==> src/logic/ldpc_pkg.sv <==
package ldpc_pkg;

    localparam int ZC           = 2;    // lifting size
    localparam int KB           = 10;   // information columns
    localparam int CORE_ROWS    = 4;
    localparam int EXT_ROWS     = 38;
    localparam int PUNCT_BLOCKS = 2;    // leading systematic blocks not sent
    localparam int OUT_W        = 127;

    typedef logic signed [3:0] shift_t;
    localparam shift_t NO_EDGE = -4'sd1;    // empty circulant

    typedef logic [ZC-1:0]                  block_t;
    typedef logic [KB*ZC-1:0]               info_t;
    typedef logic [CORE_ROWS*ZC-1:0]        core_t;
    typedef logic [EXT_ROWS*ZC-1:0]         ext_t;
    typedef logic [(KB-PUNCT_BLOCKS)*ZC-1:0] sys_t;
    typedef logic [OUT_W-1:0]               out_t;

    // ascending ranges so table literals read column 0 first
    typedef shift_t [0:KB-1]        info_shifts_t;
    typedef shift_t [0:CORE_ROWS-1] core_shifts_t;

    typedef struct packed {
        ext_t  ext;     // extension parity in the msbs
        core_t core;    // pa3..pa0
        sys_t  sys;     // systematic blocks 2..9 in the lsbs
    } codeword_t;

    typedef struct packed {
        info_shifts_t info;
        core_shifts_t core;
    } bg_row_t;

    // core rows where F marks no connection
    function automatic info_shifts_t a_row(input int i);
        case (i)
            0:       return 40'h1100FF1FF1;
            1:       return 40'h1FF0110000;
            2:       return 40'h10F00FFF0F;
            default: return 40'hF00F001000;
        endcase
    endfunction

    // extension rows with info columns ahead of core columns
    function automatic bg_row_t ext_row(input int i);
        case (i)
            0:       return 56'h10FFFFFFFF_F1FF;
            1:       return 56'h11FFF0F1FF_F1FF;
            2:       return 56'h1FFFF0F1F0_F0FF;
            3:       return 56'hF1FFF1F0FF_F1F0;
            4:       return 56'h00FFFFFFFF_FF0F;
            5:       return 56'hF1FFFFFF1F_11FF;
            6:       return 56'h11FFFF01FF_FFFF;
            7:       return 56'h1FFFFFF0F0_FFF0;
            8:       return 56'hF1F1FFFFFF_F0FF;
            9:       return 56'h10FFFFFF0F_FFF0;
            10:      return 56'hF1FFFF1FFF_F1F0;
            11:      return 56'h1FFFFFFFFF_11FF;
            12:      return 56'hF1FFFFFFF0_F00F;
            13:      return 56'hF0FFF0FFFF_F00F;
            14:      return 56'h0FFFFF00FF_FFFF;
            15:      return 56'h10FFFFFFFF_1FFF;
            16:      return 56'hF0FF1FFFFF_F1FF;
            17:      return 56'h0FFFFFFF0F_FFF0;
            18:      return 56'hF01FFFFFFF_FFFF;
            19:      return 56'h1FF1F0FFFF_FFFF;
            20:      return 56'hF01FFFFFF0_FFFF;
            21:      return 56'h0FFFF0FFFF_FFFF;
            22:      return 56'hFF1FFFF1FF_FF00;
            23:      return 56'h0FFFFF1FFF_FFFF;
            24:      return 56'hF01FF1FFFF_FFFF;
            25:      return 56'h0FFF0FFFFF_FFFF;
            26:      return 56'hFF1FF0F1F0_FFFF;
            27:      return 56'hF0FFFFFFFF_FFF1;
            28:      return 56'h0FFFF0FFFF_FF0F;
            29:      return 56'hFF0FFFF0FF_1FFF;
            30:      return 56'h1FFFFFFFFF_FF10;
            31:      return 56'hF1FFF0FFFF_F1FF;
            32:      return 56'h0F0FFFF0FF_FFFF;
            33:      return 56'hFFFFFFFFFF_1FF1;
            34:      return 56'hF1FFF0FFFF_F0FF;
            35:      return 56'h1FFFFFF0FF_FF0F;
            36:      return 56'hFF0FFFFFFF_1FF0;
            default: return 56'hF1FFF1FFFF_F0FF;
        endcase
    endfunction

endpackage
==> src/logic/ldpc_encoder.sv <==
`timescale 1ns/10ps

module ldpc_encoder import ldpc_pkg::*; (
    input  logic  CLK,
    input  logic  RST,
    input  info_t data,
    input  logic  active,
    input  logic  enable,
    output out_t  data_out,
    output logic  valid
);

    info_t info_q;   // held information word
    core_t core_q;   // held core parity
    ext_t  ext_par;

    core_parity u_core (
        .CLK    (CLK),
        .RST    (RST),
        .active (active),
        .data   (data),
        .info   (info_q),
        .core   (core_q)
    );

    // one combinational check per extension row
    for (genvar r = 0; r < EXT_ROWS; r++) begin : g_row
        check_row #(
            .ROW (r)
        ) u_row (
            .info   (info_q),
            .core   (core_q),
            .parity (ext_par[r*ZC +: ZC])
        );
    end

    codeword_packer u_pack (
        .CLK      (CLK),
        .RST      (RST),
        .enable   (enable),
        .info     (info_q),
        .core     (core_q),
        .ext      (ext_par),
        .data_out (data_out),
        .valid    (valid)
    );

endmodule

==> src/logic/codeword_packer.sv <==
`timescale 1ns/10ps

module codeword_packer import ldpc_pkg::*; (
    input  logic  CLK,
    input  logic  RST,
    input  logic  enable,
    input  info_t info,
    input  core_t core,
    input  ext_t  ext,
    output out_t  data_out,
    output logic  valid
);

    localparam int PAD_W = OUT_W - $bits(codeword_t);   // unused msbs

    codeword_t cw;

    always_comb begin
        cw.ext  = ext;
        cw.core = core;
        cw.sys  = info[KB*ZC-1:PUNCT_BLOCKS*ZC];   // first two blocks punctured
    end

    always_ff @(posedge CLK or negedge RST) begin
        if (!RST) begin
            data_out <= '0;
            valid    <= 1'b0;
        end else if (enable) begin
            data_out <= {{PAD_W{1'b0}}, cw};
            valid    <= 1'b1;
        end else begin
            // idle output is all zero
            data_out <= '0;
            valid    <= 1'b0;
        end
    end

endmodule

==> src/logic/check_row.sv <==
`timescale 1ns/10ps

module check_row import ldpc_pkg::*; #(
    parameter int ROW = 0
) (
    input  info_t  info,
    input  core_t  core,
    output block_t parity
);

    localparam bg_row_t SH = ext_row(ROW);

    // circulant rotation by s
    function automatic block_t rot(input block_t b, input shift_t s);
        block_t r;
        for (int m = 0; m < ZC; m++) begin
            r[m] = b[(m + int'(s)) % ZC];
        end
        return r;
    endfunction

    always_comb begin
        parity = '0;
        for (int c = 0; c < KB; c++) begin
            if (SH.info[c] != NO_EDGE) begin
                parity = parity ^ rot(info[c*ZC +: ZC], SH.info[c]);
            end
        end
        // contribution of core parity blocks
        for (int p = 0; p < CORE_ROWS; p++) begin
            if (SH.core[p] != NO_EDGE) begin
                parity = parity ^ rot(core[p*ZC +: ZC], SH.core[p]);
            end
        end
    end

endmodule

==> src/logic/core_parity.sv <==
`timescale 1ns/10ps

module core_parity import ldpc_pkg::*; (
    input  logic  CLK,
    input  logic  RST,
    input  logic  active,
    input  info_t data,
    output info_t info,
    output core_t core
);

    block_t [CORE_ROWS-1:0] lambda;
    block_t lam_sum;
    block_t pa0;
    block_t pa1;
    block_t pa2;
    block_t pa3;

    // lambda of each core row is a sum of rotated info blocks
    always_comb begin
        info_shifts_t sh;
        block_t       blk;
        lambda = '0;
        for (int r = 0; r < CORE_ROWS; r++) begin
            sh = a_row(r);
            for (int c = 0; c < KB; c++) begin
                blk = data[c*ZC +: ZC];
                if (sh[c] != NO_EDGE) begin
                    for (int m = 0; m < ZC; m++) begin
                        // out bit m takes in bit (m + shift) mod ZC
                        lambda[r][m] = lambda[r][m] ^ blk[(m + int'(sh[c])) % ZC];
                    end
                end
            end
        end
    end

    assign lam_sum = lambda[0] ^ lambda[1] ^ lambda[2] ^ lambda[3];

    // double diagonal solve
    assign pa0 = {lam_sum[ZC-2:0], lam_sum[ZC-1]};  // rotate up by one
    assign pa1 = pa0 ^ lambda[0];
    assign pa2 = pa1 ^ lambda[1];
    assign pa3 = pa0 ^ lambda[3];

    always_ff @(posedge CLK or negedge RST) begin
        if (!RST) begin
            info <= '0;
            core <= '0;
        end else if (active) begin
            info <= data;
            core <= {pa3, pa2, pa1, pa0};   // pa0 in the lsbs
        end
    end

endmodule

==> config.mk <==
export PLATFORM = sky130hd
export DESIGN_NAME = ldpc_encoder
export DESIGN_NICKNAME = d
export VERILOG_FILES = /design/src/logic/ldpc_pkg.sv /design/src/logic/ldpc_encoder.sv /design/src/logic/codeword_packer.sv /design/src/logic/check_row.sv /design/src/logic/core_parity.sv
export SDC_FILE = /design/constraint.sdc
export NUM_CORES = 1
export LEC_CHECK = 0
export BUFFER_PORTS_ARGS = -buffer_cell sky130_fd_sc_hd__buf_2
export CAP_MARGIN = 20
export CELL_PAD_IN_SITES_DETAIL_PLACEMENT = 1
export CELL_PAD_IN_SITES_GLOBAL_PLACEMENT = 1
export CORE_MARGIN = 5
export CORE_UTILIZATION = 38
export DETAILED_ROUTE_END_ITERATION = 7
export GPL_ROUTABILITY_DRIVEN = 0
export GPL_TIMING_DRIVEN = 0
export PLACE_DENSITY_LB_ADDON = 0.1
export SYNTH_ARGS = -nofsm -noshare
export SYNTH_HDL_FRONTEND = slang
export SYNTH_SLANG_ARGS = --single-unit
==> constraint.sdc <==
create_clock -name CLK -period 1.6 [get_ports CLK]
set_input_delay 0.08 -clock CLK [delete_from_list [all_inputs] [get_ports CLK]]
set_output_delay 0.08 -clock CLK [all_outputs]
set_load 0.05 [all_outputs]
**Word-level counts from Yosys, hierarchy flattened**

Cells that the tools add are included.

- Flip-flop bits (word level): 156
- Input port bits: 24
- Output and inout bits: 128
- Word-level logic and storage cells: 134

- Muxes and demuxes: 2
- Bitwise operators: 128

Operators by type and width:

| cell | count |
|---|---|
| 2-bit bitwise XOR | 82 |
| 100-bit 2-to-1 mux | 1 |
| 1-bit bitwise XOR | 46 |
| 1-bit 2-to-1 mux | 1 |

**Longest topological paths before layout**

Gate-level depths: netlist of run 1.

- Depth in word-level cells: 12
- Depth in mapped cells: 5

**Modules after synthesis**

A second synthesis of run 1 with hierarchy kept.

- Cells, all modules: 460
- Area, all modules: 6,815.3 µm²

By module, submodules not included:

| module | times used | cells an instance | area an instance (µm²) |
|---|---|---|---|
| codeword_packer | 1 | 239 | 3,520.9 |
| core_parity | 1 | 97 | 1,525.2 |
| check_row at g_row[0].u_row ... | 20 | 2 | 47.5 |
| check_row at g_row[10].u_row ... | 9 | 6 | 52.6 |
| check_row at g_row[1].u_row ... | 3 | 6 | 80.1 |
| check_row at g_row[18].u_row ... | 6 | 2 | 17.5 |

**Least setup slack after synthesis of run 1**

OpenSTA, ideal clock, no wires.

- Path kind: input-to-reg
- From: input data[8]
- To: register u_core.core[4]
- Library setup time: 125 ps
- Arrival time: 1,690 ps
- Data required time: 1,475 ps
- Path slack: -214 ps
- Cell stages on the path: 5
- Cell sequence: xnor3_2 xnor3_1 xor3_1 xor2_1 mux2_2

- Longest elaborated chain between the ends: 11

Ends and longest elaborated chain:

| item | RTL line | RTL |
|---|---|---|
| start: declaration | ldpc_encoder.sv:6 | `input info_t data,` |
| 1-bit bitwise XOR (6 in a row) | core_parity.sv:31 | `lambda[r][m] = lambda[r][m] ^ blk[(m + int'(sh[c])) % ZC];` |
| 2-bit bitwise XOR (3 in a row) | core_parity.sv:38 | `assign lam_sum = lambda[0] ^ lambda[1] ^ lambda[2] ^ lambda[3];` |
| 2-bit bitwise XOR | core_parity.sv:42 | `assign pa1 = pa0 ^ lambda[0];` |
| 2-bit bitwise XOR | core_parity.sv:43 | `assign pa2 = pa1 ^ lambda[1];` |
| end signal: assignment | core_parity.sv:52 | `core <= {pa3, pa2, pa1, pa0};` |
| end: declaration | core_parity.sv:9 | `output core_t core` |

Every way passes these cells.
A chain may end at the register's enable or synchronous reset.

**Worst setup path after layout of run 1**

- From: input enable
- To: register u_pack.data_out[27]

- Longest elaborated chain between the ends: 1

Ends and longest elaborated chain:

| item | RTL line | RTL |
|---|---|---|
| start: declaration | ldpc_encoder.sv:8 | `input logic enable,` |
| 100-bit 2-to-1 mux | codeword_packer.sv:28 | `end else if (enable) begin` |
| end signal: assignment | codeword_packer.sv:29 | `data_out <= {{PAD_W{1'b0}}, cw};` |
| end: declaration | codeword_packer.sv:10 | `output out_t data_out,` |

Every way passes these cells.

==> results of run 1 <==
-- routing by layer --
layer  part of all wire (%)  routed length [um]
met3                    5.2                 831
met5                      0                   0
met1                     40                6440
met4                    2.0                 312
met2                     52                8340
-- through the flow --
step	setup slack [ps]	util (%)	setup TNS (ps)	power, W
4_1_cts	-76.8	50.9	-76.8	0.0161
3_3_place_gp	-1140	45.0	-154170	0.0119
5_1_grt	-19.7	51.4	-25.2	0.0168
3_5_place_dp	-445	45.2	-9560	0.0121
2_1_floorplan	-48.1	-	-89.3	0.0103
6_report	41.7	51.4	0	0.0160
-- layout by cell type, fill, tap and decap left out, types with 25 or more instances in the layout --
cell type	n
dfrtp_1	125
mux2_2	25
xnor2_1	90
and2_1	28
xor2_1	44
buf_4	28
buf_2	124
nor2_1	72
conb_1	27
-- worst min path at each step --
| stage | startpoint | cells after the start | end | slack (ps) |
|---|---|---|---|---|
| detailed placement | RST | 1 | u_pack.data_out[57] | 40 |
| CTS | data[12] | 2 | u_core.info[12] | 4 |
| floorplan | RST | 0 | u_core.core[0] | -220 |
| finish | data[12] | 2 | u_core.info[12] | 8 |
| global placement | enable | 1 | u_pack.valid | 230 |
| global route | data[12] | 2 | u_core.info[12] | 8 |
-- kinds of logic (layout without fill, tap and decap cells) --
family	after synthesis	after routing
buffers and inverters	65	234
DFF	129	129
xor gates and xnor gates	154	154
muxes	28	28
other	1	27
and+or+nand+nor	100	100
-- worst max-delay path: cells and delay by family --
family | cells | cell delay [ps]
buf+inv | 4 | 1610
simple gates | 1 | 220
-- layout make-up --
type / count / area [sq um]
Clock buffer: 22 / 474
Buffer: 54 / 327
Fill cell: 1647 / 7340
Sequential cell: 129 / 3230
Clock inverter: 10 / 133
Timing Repair Buffer: 145 / 860
Tap cell: 188 / 235
Multi-Input combinational cell: 309 / 2480
Inverter: 3 / 11.3
-- state kept, by name, indices dropped and copies added (netlist names) --
name and count:
u_core.core 8, u_core.info 20, u_pack.data_out 100, u_pack.valid 1
-- report_power, final --
part / switching (W) / internal [W]
registers: 0.000640 / 0.00414
logic: 0.00488 / 0.00239
clock network: 0.00140 / 0.00256
total: 0.00692 / 0.00909
-- what timing repair did --
item	4_1_cts	5_1_grt
hold buffers	21	0
resized for setup	14	15
endpoints found under the hold margin	69	0
setup endpoints to repair	40	17
==> summary.md, run 1 <==
| Metric | Value |
|---|---|
| Status | finished, final reports clean |
| Horiz. Die Dim | 134 um |
| Crit path cell chain | dlygate4sd3_1, buf_2, clkbuf_1, clkbuf_1, and2_1 |
| Tcrit/Tclk final | 97.4% |
| Post-synthesis sequential area ratio | around 55% |
| Reg2reg setup slack | 100 ps |
| Vias post-DR | approximately 3,800 |
| Final setup skew | roughly 8.6 ps |
| 1st-iter DRT viols | 123 |
| Number of CTS-inserted buffers | 17 |
| Worst reg2reg path depth | 4 |
| Max Root-Sink Buffers | 2 |
| Layout cells sized above 1 | approximately a third |
| Die area | 17,900 sq um |
| Post-Syn Instances | about 480 |
| Syn Area/Cell | between 10 and 15 sq um |
| Share of the synthesized area in compound gates (AO/OA/AOI/OAI) | 0% |
| Row cnt | 45 |
| CP max stage delay | ~520 ps |
| DR vias/cell | about 4.4 |
| Crit-path most repeated cell | clkbuf_1 |
| Setup CP Type | input port to register |
| FF-to-FF Start | u_core.info[15] |
| Fin Hold WS | roughly 7.7 ps |
| Antenna cells | 0 |
| Worst r2r dst | u_pack.data_out[28] |
| Initial core utilization | ~39% |
| CTS sink cnt | approximately 130 |
| Routed Antenna Nets | 0 |
| Non-Filler Cell Area, Final | just under 8000 sq um |
| Overflow after GRT | 0 |
| DP HPWL | approximately 11,000 um |
| Share of synthesized registers carrying an async set or reset | between 90% and 100% |
| CTS root buf | clkbuf_16 |
| Synth cell types | 18 |
| CTS tree | done |
| Mapped cell area | around 5800 sq um |
| Gr usage total | between 10% and 20% |
| Wirelength, routed | about 16,000 um |
| Layout area overhead | 33.1% |
| Clock latency on the worst-skew pair | roughly 420 ps |
| Post-synthesis register bit count | between 100 and 150 |
| Main combinational cell family by area after synthesis | XOR/XNOR gates |
| Final Non-Filler Cells | 860 |
| Adder-Cell Fraction of Synth Area | 0% |
| # DRC | 0 |
| Peak Freq | roughly 640 MHz |
| Pre-antenna DRT Iters | 4 |
| Slew @ Worst Pin | between 600 and 700 ps |
| Synth Area in XOR/XNOR | 25.5% |
| PortBufs | 123 |
| Pwr/cell area | 2070 nW/um^2 |
| Clk pin slew, worst setup/hold paths | 60 ps |
| Hold Violations, Final | 0 |
| Number of global-route vias before repair | between 4,000 and 5,000 |
| Max-cap violations | 0 |
| HP Class | input port to register |
| Worst Setup Start Kind | input port |
| GR Util met1 | between 20% and 30% |
| RSZ-0062 raised after global routing | yes |
| Count leader, synth | dfrtp_1 |
| Post-synth top cells | dfrtp_1, xnor2_1, nor2_1, xor2_1 |
| First-pass GRT wire length | 25,000 um |
| Met3 Track Usage GR | ~5% |
| Slowest cell on the critical path | dlygate4sd3_1 |
| Synth area leaders | dfrtp_1, xnor2_1, xor2_1, mux2_2, nor2_1 |
| Synth warnings | 0 |
| Share of the synthesized area in the top cell type | a little under three fifths |
| Peak supply drop | just under 0.0009 V |
| Met2 Usage GRT | between 30% and 40% |
| Nets | about 680 |
| Largest net degree at the start of global routing | about 80 |
| Post-DP Area | approximately 6800 sq um |
| Mux contribution to synthesized area | under 10% |
| Crit path launch | enable |
| Number of synthesized flops with an enable pin | 0 |
| Setup bufs post-CTS | 0 |
| Worst rel slew slack | about three fifths |
| Post-synth top area cell | dfrtp_1 |
| WP data required | just under 2000 ps |
| Crit Path Max Fanout | 10 |
| Critical path data arrival time | approximately 1900 ps |
| Minimum clock period | between 1500 and 2000 ps |
| Die height | 134 um |
| Gr busiest metal | met2 |
| Pins Over Slew Limit | 0 |
| Endpoint class of the critical path | register |
| Final setup fails | 0 |
| H-tree levels | 4 |
| Critical path capture point | u_pack.data_out[27] |
| Post-Synth Simple-Gate Area | 7.65% |
| Lkg Pwr | approximately 3.8 nW |
| IO Pins | ~150 |
| DP Cell Count | about 800 |
| Ys flop type | dfrtp_1 |
| Routed WL per cell | approximately 19 um |
| CORE AREA | around 15,000 sq um |
| Initial antenna violation count | 2 |
Note: power is estimated with default switching activity, not from simulation.
==> run 2, diff against run 1 <==
BUFFER_PORTS_ARGS = not set   (was -buffer_cell sky130_fd_sc_hd__buf_2)
CORE_UTILIZATION = 45   (was 38)
DONT_BUFFER_PORTS = 1   (was not set)
==> run 2 against run 1 <==
The run now ends with hold timing left. Maximum frequency is 1.9% higher. Die area is 14% lower. Total power is 7.1% lower. Global-route usage is 2.9 points higher. Routed wire length is 3.5% lower. Via count is 12% lower. Register-to-register slack worse by 30 ps. Clock skew hardly changed. Largest cell class unchanged.
==> summary.md, run 2 (same netlist as run 1, synthesis figures left out) <==
| Metric | Value |
|---|---|
| CTS tree | done |
| Initial antenna violation count | 0 |
| Hold Violations, Final | around 130 |
| Row cnt | between 40 and 50 |
| Gr usage total | 21.7% |
| Crit path launch | u_core.info[3] |
| H-tree levels | 4 |
| DR vias/cell | around 4.7 |
| Layout area overhead | 20.0% |
| CTS sink cnt | 129 |
| Pins Over Slew Limit | 0 |
| 1st-iter DRT viols | about 130 |
| Max reg flops | 100 |
| Routed Antenna Nets | 0 |
| Routed WL per cell | roughly 21 um |
| CORE AREA | 12,700 sq um |
| Setup bufs post-CTS | 0 |
| Clock latency on the worst-skew pair | 420 ps |
| Max-cap violations | 0 |
| Slowest cell on the critical path | dfrtp_1 |
| Fin Hold WS | -642 ps |
| Worst Slack Setup Final | roughly 70 ps |
| First-pass GRT wire length | about 23,000 um |
| Largest net degree at the start of global routing | 130 |
| Wirelength, routed | 15,400 um |
| Top reg by flops | u_pack.data_out |
| Crit Path Max Fanout | 10 |
| Horiz. Die Dim | about 120 um |
| Worst Setup Start Kind | register |
| # DRC | 0 |
| Initial core utilization | a little under half |
| Nets | ~560 |
| Crit path cell chain | buf_4, xor2_2, xnor2_1, xnor2_1, and2_1 |
| FF-to-FF Start | u_core.info[3] |
| Vias post-DR | ~3,300 |
| Setup CP Type | register to register |
| Crit-path most repeated cell | xnor2_1 |
| Layout cells sized above 1 | a little under a fifth |
| Die area | 15,300 sq um |
| Top flop regs | u_pack.data_out x100, u_core.info x20, u_core.core x8 |
| Violated checks | hold timing |
| Endpoint class of the critical path | register |
| Post-CTS Hold Buffers | 21 |
| Critical path data arrival time | approximately 1800 ps |
| Lkg Pwr | 3.22 nW |
| Peak Freq | between 600 and 700 MHz |
| Overflow after GRT | 0 |
| Worst rel slew slack | a little over half |
| Max Root-Sink Buffers | 2 |
| CTS root buf | clkbuf_16 |
| Final setup fails | 0 |
| Slew @ Worst Pin | 706 ps |
| Pre-antenna DRT Iters | 4 |
| Commonest cells after routing, fill and taps aside | dfrtp_1, xnor2_1, nor2_1 |
| WP data required | roughly 1900 ps |
| HP Class | input port to asynchronous set/reset pin |
| Minimum clock period | approximately 1500 ps |
| Status | finished, violations left |
| Worst slack, placed | -424 ps |
| Clk pin slew, worst setup/hold paths | 60 ps |
| CP max stage delay | about 370 ps |
| Die height | around 120 um |
| PortBufs | 0 |
| DP HPWL | between 10,000 and 15,000 um |
| Commonest non-fill, non-tap cell in the layout | dfrtp_1 |
| Tcrit/Tclk final | a little over nine tenths |
| Peak supply drop | 0.000736 V |
| Pwr/cell area | roughly 2100 nW/um^2 |
| IO Pins | 152 |
| Final setup skew | between 8 and 9 ps |
| Number of CTS-inserted buffers | 17 |
| Number of global-route vias before repair | slightly below 4,000 |
| Antenna cells | 0 |
| RSZ-0062 raised after global routing | no |
| Setup_tns | 0 ps |
## run 2: metrics by stage
step                std cells  instance area, sq um  hold WS, ps  util (%)  power, W
floorplan                 503                  5940         -216         -    0.0103
global placement          675                  6160         -212      48.6    0.0111
detailed placement        675                  6160         -212      48.6    0.0112
CTS                       721                  6990         -660      55.1    0.0150
global route              718                  6990         -662      55.1    0.0156
finish                    718                  6990         -642      55.1    0.0149
## run 2: final timing paths
| path | end | slack (ps) | depth (start not counted) |
|---|---|---|---|
| max | u_pack.data_out[26] | 70 | 5 |
| min | u_pack.data_out[60] | -640 | 0 |
| max reg2reg | u_pack.data_out[26] | 70 | 5 |
| min reg2reg | u_pack.data_out[2] | 600 | 1 |
| max in group asynchronous | u_pack.data_out[14] | 2060 | 0 |
| min in group CLK | u_core.core[7] | 20 | 3 |
## run 2: metal layers
| metal | vias to the layer above | GRT usage [%] | share of wire [%] |
|---|---|---|---|
| met5 | - | 0 | 0 |
| met4 | 0 | 7.54 | 2.1 |
| met3 | 28 | 6.45 | 5.6 |
| met2 | 104 | 36.2 | 50 |
| met1 | 1705 | 26.7 | 42 |
| li1 | 1511 | - | - |
## run 2: what timing repair did
action,4_1_cts,5_1_grt
resized for setup,15,7
endpoints found under the setup margin,41,12
hold endpoints to repair,152,129
## run 2: where the power goes
group | internal (W) | switching [W]
registers | 0.00410 | 0.00336
logic | 0.00185 | 0.00187
clock network | 0.00236 | 0.00133
## run 2: area by class of cell
type / count / area [sq um]
buffer: 53 / 315
clock buffer: 26 / 519
clock inverter: 5 / 50.0
fill: 1336 / 5680
inverter: 3 / 11.3
multi-input combinational: 309 / 2440
sequential: 129 / 3230
tap: 172 / 215
timing repair buffer: 21 / 210
## run 2: worst max-delay path: cells and delay by family, from the launching register on
family | cells | cell delay, ps
xor+xnor | 3 | 670
buf+inv | 1 | 210
flops | 1 | 370
simple gates | 1 | 170
